$ cat src/common/tau_cfg_pkg.sv
//==========================================================================
// Tensor address generator configuration
// Dimension counts and bit widths shared by every block
//==========================================================================

package tau_cfg_pkg;

	//======================================================================
	// Dimensions
	//======================================================================
	// Width of every offset and address word
	localparam int WORK_BW = 16;
	// Elements in the a and b vectors
	localparam int VDIM = 2;
	// Output dimensions
	localparam int DIM = 3;
	// Configuration table depth
	localparam int N_ICFG = 4;

	//======================================================================
	// Derived widths
	//======================================================================
	localparam int STRIDE_BW = 3;
	localparam int STRIDE_FRAC_BW = 4;
	// Entry index must also hold N_ICFG as an end marker
	localparam int ICFG_BW = $clog2(N_ICFG + 1);
	localparam int DIM_BW = $clog2(DIM);

	// Offset buffer between head and linearizer
	localparam int FIFO_DEPTH = 4;
	localparam int FIFO_PTR_BW = $clog2(FIFO_DEPTH);

endpackage

$ cat src/common/tau_types_pkg.sv
//==========================================================================
// Tensor address generator types
// Job, configuration entry, offset and address records
//==========================================================================

package tau_types_pkg;

	import tau_cfg_pkg::*;

	// One job: two vector offsets and a half-open entry range
	typedef struct packed {
		logic [VDIM-1:0][WORK_BW-1:0] a;
		logic [VDIM-1:0][WORK_BW-1:0] b;
		logic [ICFG_BW-1:0]           beg;
		// First entry id past the range
		logic [ICFG_BW-1:0]           end_id;
	} job_t;

	// One configuration entry
	typedef struct packed {
		// Base offset per output dimension
		logic [DIM-1:0][WORK_BW-1:0]         mofs;
		// Target dimension for each b element
		logic [VDIM-1:0][DIM_BW-1:0]         b_shuf;
		logic [VDIM-1:0][STRIDE_FRAC_BW-1:0] b_frac;
		logic [VDIM-1:0][STRIDE_BW-1:0]      b_shamt;
		// Same for the a elements
		logic [VDIM-1:0][DIM_BW-1:0]         a_shuf;
		logic [VDIM-1:0][STRIDE_FRAC_BW-1:0] a_frac;
		logic [VDIM-1:0][STRIDE_BW-1:0]      a_shamt;
	} icfg_t;

	// Multi-dimensional offset with its entry tag
	typedef struct packed {
		logic [DIM-1:0][WORK_BW-1:0] ofs;
		logic [ICFG_BW-1:0]          id;
	} ofs_t;

	// Flat word address with its entry tag
	typedef struct packed {
		logic [WORK_BW-1:0] addr;
		logic [ICFG_BW-1:0] id;
	} addr_t;

	// Linearizer FSM
	typedef enum logic {
		LIN_IDLE,
		LIN_HOLD
	} lin_state_e;

endpackage

$ cat src/chunk_head/nd_shuf_accum.sv
//==========================================================================
// Shuffle accumulator
// Adds two addend vectors into a base offset by per-element target dims
//==========================================================================

module nd_shuf_accum (
	// Base offset per output dimension
	input  logic [tau_cfg_pkg::DIM-1:0][tau_cfg_pkg::WORK_BW-1:0]  i_augend,
	// Scaled vector elements
	input  logic [tau_cfg_pkg::VDIM-1:0][tau_cfg_pkg::WORK_BW-1:0] i_addend1,
	input  logic [tau_cfg_pkg::VDIM-1:0][tau_cfg_pkg::WORK_BW-1:0] i_addend2,
	// Target dimension of each element
	input  logic [tau_cfg_pkg::VDIM-1:0][tau_cfg_pkg::DIM_BW-1:0]  i_shuf1,
	input  logic [tau_cfg_pkg::VDIM-1:0][tau_cfg_pkg::DIM_BW-1:0]  i_shuf2,
	output logic [tau_cfg_pkg::DIM-1:0][tau_cfg_pkg::WORK_BW-1:0]  o_sum
);

	import tau_cfg_pkg::*;

	//======================================================================
	// Accumulate
	//======================================================================
	always_comb begin
		logic [WORK_BW-1:0] acc;
		for (int d = 0; d < DIM; d++) begin
			acc = i_augend[d];
			// Several elements may land in the same dimension
			for (int v = 0; v < VDIM; v++) begin
				if (i_shuf1[v] == DIM_BW'(d)) begin
					acc = acc + i_addend1[v];
				end
				if (i_shuf2[v] == DIM_BW'(d)) begin
					acc = acc + i_addend2[v];
				end
			end
			// Wraps modulo the word width
			o_sum[d] = acc;
		end
	end

endmodule

$ cat src/chunk_head/chunk_head.sv
//==========================================================================
// Chunk head
// Walks the entry range of a job, one offset per configuration entry
//==========================================================================

module chunk_head (
	input  logic                 i_clk,
	input  logic                 i_arst_n,
	// Job channel
	input  logic                 i_job_rdy,
	output logic                 o_job_ack,
	input  tau_types_pkg::job_t  i_job,
	// Configuration table, level inputs
	input  tau_types_pkg::icfg_t i_icfg [tau_cfg_pkg::N_ICFG],
	// Offset channel
	output logic                 o_ofs_rdy,
	input  logic                 i_ofs_ack,
	output tau_types_pkg::ofs_t  o_ofs
);

	import tau_cfg_pkg::*;
	import tau_types_pkg::*;

	//======================================================================
	// Internal
	//======================================================================
	// Latched job
	job_t                         r_job;
	logic                         r_busy;
	// One cycle after the job ack
	logic                         r_init;
	icfg_t                        cfg_w;
	logic [ICFG_BW-1:0]           id1;
	logic [ICFG_BW-1:0]           id_w;
	logic                         is_last;
	logic                         upd;
	logic [VDIM-1:0][WORK_BW-1:0] a_scl;
	logic [VDIM-1:0][WORK_BW-1:0] b_scl;
	logic [DIM-1:0][WORK_BW-1:0]  sum_w;

	//======================================================================
	// Combinational
	//======================================================================
	// Take a job only when no job is running
	assign o_job_ack = i_job_rdy && !r_busy;

	assign id1 = o_ofs.id + ICFG_BW'(1);
	// Next id: beg on init, else step by one
	assign id_w = r_init ? r_job.beg : id1;
	assign is_last = id1 == r_job.end_id;
	// Load the first offset on init, the next one on each non-final ack
	assign upd = r_init || (i_ofs_ack && !is_last);

	// Entry select for the next id
	always_comb begin
		cfg_w = i_icfg[0];
		for (int n = 1; n < N_ICFG; n++) begin
			if (id_w == ICFG_BW'(n)) begin
				cfg_w = i_icfg[n];
			end
		end
	end

	// Fractional stride then shift, per vector element
	always_comb begin
		for (int i = 0; i < VDIM; i++) begin
			b_scl[i] = (r_job.b[i] * WORK_BW'(cfg_w.b_frac[i])) << cfg_w.b_shamt[i];
			a_scl[i] = (r_job.a[i] * WORK_BW'(cfg_w.a_frac[i])) << cfg_w.a_shamt[i];
		end
	end

	//======================================================================
	// Submodule
	//======================================================================
	nd_shuf_accum u_saccum (
		.i_augend  (cfg_w.mofs),
		.i_addend1 (b_scl),
		.i_addend2 (a_scl),
		.i_shuf1   (cfg_w.b_shuf),
		.i_shuf2   (cfg_w.a_shuf),
		.o_sum     (sum_w)
	);

	//======================================================================
	// Sequential
	//======================================================================
	// Job payload, only valid while busy
	always_ff @(posedge i_clk) begin
		if (o_job_ack) begin
			r_job <= i_job;
		end
	end

	always_ff @(posedge i_clk or negedge i_arst_n) begin
		if (!i_arst_n) begin
			r_busy    <= 1'b0;
			r_init    <= 1'b0;
			o_ofs_rdy <= 1'b0;
			o_ofs     <= '0;
		end else begin
			r_init <= o_job_ack;
			// Busy from job ack until the last offset leaves
			if (o_job_ack) begin
				r_busy <= 1'b1;
			end else if (i_ofs_ack && is_last) begin
				r_busy <= 1'b0;
			end
			// First offset shows one cycle after init
			if (r_init) begin
				o_ofs_rdy <= 1'b1;
			end else if (i_ofs_ack && is_last) begin
				o_ofs_rdy <= 1'b0;
			end
			if (upd) begin
				o_ofs.ofs <= sum_w;
				o_ofs.id  <= id_w;
			end
		end
	end

endmodule

$ cat src/source/ofs_fifo.sv
//==========================================================================
// Offset FIFO
// Four-entry circular buffer on a ready/ack channel
//==========================================================================

module ofs_fifo (
	input  logic                i_clk,
	input  logic                i_arst_n,
	// Write side
	input  logic                i_in_rdy,
	output logic                o_in_ack,
	input  tau_types_pkg::ofs_t i_in,
	// Read side
	output logic                o_out_rdy,
	input  logic                i_out_ack,
	output tau_types_pkg::ofs_t o_out
);

	import tau_cfg_pkg::*;
	import tau_types_pkg::*;

	//======================================================================
	// Internal
	//======================================================================
	ofs_t                   mem [FIFO_DEPTH];
	logic [FIFO_PTR_BW-1:0] wr_ptr;
	logic [FIFO_PTR_BW-1:0] rd_ptr;
	// Occupancy, one bit wider than the pointers
	logic [FIFO_PTR_BW:0]   cnt;
	logic                   full;
	logic                   do_wr;
	logic                   do_rd;

	//======================================================================
	// Combinational
	//======================================================================
	assign full = cnt == (FIFO_PTR_BW + 1)'(FIFO_DEPTH);
	// Accept whenever there is room
	assign o_in_ack = i_in_rdy && !full;
	assign o_out_rdy = cnt != '0;
	// Head of queue
	assign o_out = mem[rd_ptr];
	assign do_wr = o_in_ack;
	assign do_rd = i_out_ack && o_out_rdy;

	//======================================================================
	// Sequential
	//======================================================================
	// Storage
	always_ff @(posedge i_clk) begin
		if (do_wr) begin
			mem[wr_ptr] <= i_in;
		end
	end

	// Pointers wrap naturally at the power-of-two depth
	always_ff @(posedge i_clk or negedge i_arst_n) begin
		if (!i_arst_n) begin
			wr_ptr <= '0;
			rd_ptr <= '0;
			cnt    <= '0;
		end else begin
			if (do_wr) begin
				wr_ptr <= wr_ptr + FIFO_PTR_BW'(1);
			end
			if (do_rd) begin
				rd_ptr <= rd_ptr + FIFO_PTR_BW'(1);
			end
			// Simultaneous read and write leaves the count unchanged
			case ({do_wr, do_rd})
				2'b10:   cnt <= cnt + (FIFO_PTR_BW + 1)'(1);
				2'b01:   cnt <= cnt - (FIFO_PTR_BW + 1)'(1);
				default: cnt <= cnt;
			endcase
		end
	end

endmodule

$ cat src/source/addr_linearize.sv
//==========================================================================
// Address linearizer
// Folds an offset into a flat address with per-dimension pitches
//==========================================================================

module addr_linearize (
	input  logic                 i_clk,
	input  logic                 i_arst_n,
	// Offset channel
	input  logic                 i_ofs_rdy,
	output logic                 o_ofs_ack,
	input  tau_types_pkg::ofs_t  i_ofs,
	// Pitch per dimension, level inputs
	input  logic [tau_cfg_pkg::WORK_BW-1:0] i_pitch [tau_cfg_pkg::DIM],
	// Address channel
	output logic                 o_addr_rdy,
	input  logic                 i_addr_ack,
	output tau_types_pkg::addr_t o_addr
);

	import tau_cfg_pkg::*;
	import tau_types_pkg::*;

	//======================================================================
	// Internal
	//======================================================================
	lin_state_e         state;
	logic [WORK_BW-1:0] lin_w;
	logic               take;

	// Accept when empty, or when the held address leaves this cycle
	assign take = i_ofs_rdy && (state == LIN_IDLE || i_addr_ack);
	assign o_ofs_ack = take;
	assign o_addr_rdy = state == LIN_HOLD;

	// Dot product of offset and pitch, modulo the word width
	always_comb begin
		logic [WORK_BW-1:0] acc;
		acc = '0;
		for (int d = 0; d < DIM; d++) begin
			acc = acc + WORK_BW'(i_ofs.ofs[d] * i_pitch[d]);
		end
		lin_w = acc;
	end

	//======================================================================
	// Sequential
	//======================================================================
	always_ff @(posedge i_clk or negedge i_arst_n) begin
		if (!i_arst_n) begin
			state <= LIN_IDLE;
		end else begin
			case (state)
				LIN_IDLE: if (take) state <= LIN_HOLD;
				// Stay on a back-to-back take
				LIN_HOLD: if (i_addr_ack && !take) state <= LIN_IDLE;
				default:  state <= LIN_IDLE;
			endcase
		end
	end

	// Result register, tag passes through
	always_ff @(posedge i_clk) begin
		if (take) begin
			o_addr.addr <= lin_w;
			o_addr.id   <= i_ofs.id;
		end
	end

endmodule

$ cat src/source/tau_addr_gen.sv
//==========================================================================
// Tensor address generator top
// Chunk head, offset FIFO and linearizer in a chain
//==========================================================================

module tau_addr_gen (
	input  logic                 i_clk,
	input  logic                 i_arst_n,
	// Job channel
	input  logic                 i_job_rdy,
	output logic                 o_job_ack,
	input  tau_types_pkg::job_t  i_job,
	// Level configuration
	input  tau_types_pkg::icfg_t i_icfg [tau_cfg_pkg::N_ICFG],
	input  logic [tau_cfg_pkg::WORK_BW-1:0] i_pitch [tau_cfg_pkg::DIM],
	// Address channel
	output logic                 o_addr_rdy,
	input  logic                 i_addr_ack,
	output tau_types_pkg::addr_t o_addr
);

	import tau_types_pkg::*;

	// Head to FIFO
	logic head_rdy;
	logic head_ack;
	ofs_t head_ofs;
	// FIFO to linearizer
	logic fifo_rdy;
	logic fifo_ack;
	ofs_t fifo_ofs;

	chunk_head u_head (
		.i_clk     (i_clk),
		.i_arst_n  (i_arst_n),
		.i_job_rdy (i_job_rdy),
		.o_job_ack (o_job_ack),
		.i_job     (i_job),
		.i_icfg    (i_icfg),
		.o_ofs_rdy (head_rdy),
		.i_ofs_ack (head_ack),
		.o_ofs     (head_ofs)
	);

	ofs_fifo u_fifo (
		.i_clk     (i_clk),
		.i_arst_n  (i_arst_n),
		.i_in_rdy  (head_rdy),
		.o_in_ack  (head_ack),
		.i_in      (head_ofs),
		.o_out_rdy (fifo_rdy),
		.i_out_ack (fifo_ack),
		.o_out     (fifo_ofs)
	);

	addr_linearize u_lin (
		.i_clk      (i_clk),
		.i_arst_n   (i_arst_n),
		.i_ofs_rdy  (fifo_rdy),
		.o_ofs_ack  (fifo_ack),
		.i_ofs      (fifo_ofs),
		.i_pitch    (i_pitch),
		.o_addr_rdy (o_addr_rdy),
		.i_addr_ack (i_addr_ack),
		.o_addr     (o_addr)
	);

endmodule

$ cat config.mk
export PLATFORM = sky130hd
export DESIGN_NAME = tau_addr_gen
export DESIGN_NICKNAME = d
export VERILOG_FILES = /design/src/common/tau_cfg_pkg.sv /design/src/common/tau_types_pkg.sv /design/src/chunk_head/nd_shuf_accum.sv /design/src/chunk_head/chunk_head.sv /design/src/source/ofs_fifo.sv /design/src/source/addr_linearize.sv /design/src/source/tau_addr_gen.sv
export SDC_FILE = /design/constraint.sdc
export NUM_CORES = 2
export LEC_CHECK = 0
export ABC_AREA = 1
export BUFFER_PORTS_ARGS = -buffer_cell sky130_fd_sc_hd__buf_4
export CORE_UTILIZATION = 62
export DETAILED_ROUTE_END_ITERATION = 16
export PLACE_DENSITY = 0.91
export SLEW_MARGIN = 30
export SYNTH_ARGS = -nofsm -noshare
export SYNTH_HDL_FRONTEND = slang
export SYNTH_SLANG_ARGS = --single-unit
$ cat constraint.sdc
create_clock -name i_clk -period 12.6 [get_ports i_clk]
set_clock_uncertainty 0.05 [all_clocks]
set_input_delay 2.52 -clock i_clk [delete_from_list [all_inputs] [get_ports i_clk]]
set_output_delay 2.52 -clock i_clk [all_outputs]
set_load 0.02 [all_outputs]
==> metrics.txt <==
status=finished, final reports clean; max-slew violations=0; vias in the first global route=41.80k; TritonCTS buffer count=38; layout cells sized above 1=around 11%; H-Tree Depth=2; Avg Inst Size Synth=7.718 µm²; unrepaired setup endpoints after global routing=false; Clk Latency, worst-skew pair=600 ps; CP Data Arrival Time=between 10,000 and 15,000 ps; clk sinks=around 360; fin crit share=88.08%; Post-Syn Area=about 0.045 mm²; first-pass GRT wire length=214.0 mm; total number of vias=41.41k; reg2reg path depth=between 50 and 60; final setup vio count=0; worst hold start=u_fifo.cnt[0]$_DFFE_PN0P_; Slew @ Worst Pin=approximately 1000 ps; FILL cells=~5.3k; Synth-to-Final Area Change=12.88%; maximum fanout along the worst path=10; GPL Wtd Cong=just over 1; Worst R2R End=u_head.o_ofs[34]$_DFFE_PN0P_; die area=approximately 0.073 mm²; CTS Buffer Depth=3; Iter 0 DRT Violations=3,821; largest net degree at the start of global routing=90; CP Launch Point=i_icfg[193]; flops & latches, synth=roughly 360; IO Count=roughly 480; post-layout min period=around 11,000 ps; clock root buffer=clkbuf_16; Setup Fix Bufs, Post-CTS=0; Hold Vio Cnt, Final=0; Slowest-stage cell, CP=fa_1; worst setup path end=u_head.o_ofs[34]$_DFFE_PN0P_; PortBufs=approximately 480; Worst slew margin=around 30%; CP required=12,990 ps; Die X-Extent=~270 µm; Starting Density=63.10%; most common cell after layout, fill and taps aside=nand2_1; drc violations=0; placed cell count=7,047; setup TNS=0 ps; Vias/cell=~5.8; num rows=97; initial antenna violation count=2; WL/cell=~19 µm; HPWL Detailed=roughly 110 mm; CP endpoint kind=register; Cells after Synth=5,775; Die Y=about 270 µm; Core Region=slightly above 0.07 mm²; Antenna Violating Nets Remaining=0; Synth Warn #=0; clk slew on worst S/H paths=~60 ps; worst stage delay on the critical path=around 540 ps; fin cells=7,119; CP Class=input port to register; CTS hold repair buffers=0; hold crit path type=register to register; CTS resizes=0; final net count=7,393; FMAX=around 0.09 GHz; CTS tree=built; grt ovf=0; max cap viols=0; WP depth=46; Worst R2R Start=u_head.o_ofs[0]$_DFFE_PN0P_; Worst Path Buf+Inv=6; CP delay by family, top=compound AO/OA/AOI/OAI gates; syn_nets=approximately 7k; gr usage total=between 30% and 40%; Startpoint Class=input port; Critical Path Most Common Cell=o21ai_0; most frequent cells in the layout=nand2_1 (1,238), inv_1 (933), nor2_1 (549), buf_4 (529), o21ai_0 (490); distinct cell type count after synthesis=57; reg2reg setup slack=around 1500 ps; total wire length=~140 mm; sequential-to-total area share from yosys stat=between 20% and 30%; first-pass detailed-route iteration total=8
==> stage by stage <==
step,utilization (%),area (µm²),hold slack (ps),setup slack (ps)
finish,71.23,50310,452.4,1502
global route,71.23,50310,464.2,562.4
CTS,71.19,50280,453.6,1666
detailed placement,69.30,48950,442.2,1077
global placement,69.29,48940,438.2,1230
floorplan,-,44570,418.7,2257
==> flip-flops by register name, indices dropped and copies added, names as in the netlist <==
signal	flops
u_fifo.rd_ptr	2
u_lin.o_addr_rdy	1
u_fifo.wr_ptr	2
u_fifo.cnt	3
u_fifo.mem	204
u_head.o_ofs_rdy	1
u_lin.o_addr	19
u_head.r_job	70
u_head.o_ofs	51
u_head.r_busy	1
u_head.r_init	1
==> per-layer routing <==
| metal | global-route usage [%] | up-vias | share of wire, % |
|---|---|---|---|
| met5 | 0 | - | 0.012 |
| li1 | - | 19180 | - |
| met4 | 30.28 | 2 | 9.1 |
| met1 | 40.76 | 19344 | 34 |
| met3 | 5.672 | 624 | 8.0 |
| met2 | 64.25 | 2257 | 49 |
==> worst min-delay path by stage <==
stage,depth (start not counted),to
after global routing,1,u_fifo.cnt[0]$_DFFE_PN0P_
after detailed placement,1,u_fifo.cnt[0]$_DFFE_PN0P_
final,1,u_fifo.cnt[0]$_DFFE_PN0P_
after global placement,1,u_fifo.cnt[0]$_DFFE_PN0P_
after floorplan,1,u_fifo.cnt[2]$_DFFE_PN0P_
after CTS,1,u_fifo.cnt[0]$_DFFE_PN0P_
==> cells by family after synthesis <==
| group | synth area share (%) |
|---|---|
| simple gates | 20.85 |
| buf+inv | 9.873 |
| compound gates | 11.26 |
| fa+ha+maj | 28.85 |
| flops | 23.22 |
| xor+xnor | 5.856 |
| mux | 0.08983 |
==> layout make-up <==
type | count | area [µm²] | share of cell area (%)
clock buffers | 52 | 1085 | 2.156
diodes | 1 | 2.502 | 0.004974
flip-flops and latches | 355 | 10350 | 20.57
multi-input cells | 4276 | 29890 | 59.41
repair buffers | 530 | 3999 | 7.948
clock inverters | 18 | 249.0 | 0.4949
inverters | 947 | 3562 | 7.080
well taps | 940 | 1176 | 2.338
==> Yosys cell counts (all sizes together) <==
| cell | count | share of area (%) |
|---|---|---|
| o211ai | 9 | 0.16 |
| o22ai | 9 | 0.13 |
| ha | 386 | 11 |
| or2 | 19 | 0.27 |
| clkbuf | 126 | 1.1 |
| nand4 | 12 | 0.17 |
| mux2i | 4 | 0.090 |
| o21ai | 520 | 5.9 |
| a22oi | 22 | 0.37 |
| a21boi | 3 | 0.059 |
| a211oi | 3 | 0.051 |
| a31oi | 16 | 0.22 |
| dfrtp | 62 | 3.5 |
| nand3b | 6 | 0.10 |
| clkinv | 4 | 0.045 |
| o21bai | 31 | 0.52 |
| nor4 | 2 | 0.028 |
| nand3 | 380 | 4.4 |
| a21oi | 272 | 3.1 |
| and2 | 6 | 0.084 |
| o21a | 8 | 0.13 |
| edfxtp | 293 | 20 |
| o31ai | 12 | 0.20 |
| inv | 943 | 7.9 |
| xnor2 | 111 | 2.2 |
| a22o | 1 | 0.020 |
| fa | 401 | 18 |
| a221o | 3 | 0.067 |
| a21o | 11 | 0.19 |
| nor2 | 556 | 4.7 |
| nand2 | 1270 | 11 |
| buf | 71 | 0.82 |
| a32o | 7 | 0.16 |
| xor2 | 187 | 3.7 |
| nor3 | 8 | 0.090 |
| a31o | 1 | 0.020 |
==> worst reg2reg max path: cells and delay by family (launching register included) <==
kind                       cells  cell delay, ps
AOI/OAI and AO/OA             15            3690
xor gates and xnor gates       5             710
adders and majority gates      8            2580
buffers and inverters          7            1360
DFF                            1             460
and+or+nand+nor               17            2050
Power is left out: the tool's default activity adds up to more than one toggle a clock period on the data nets, which glitch-free logic cannot reach.
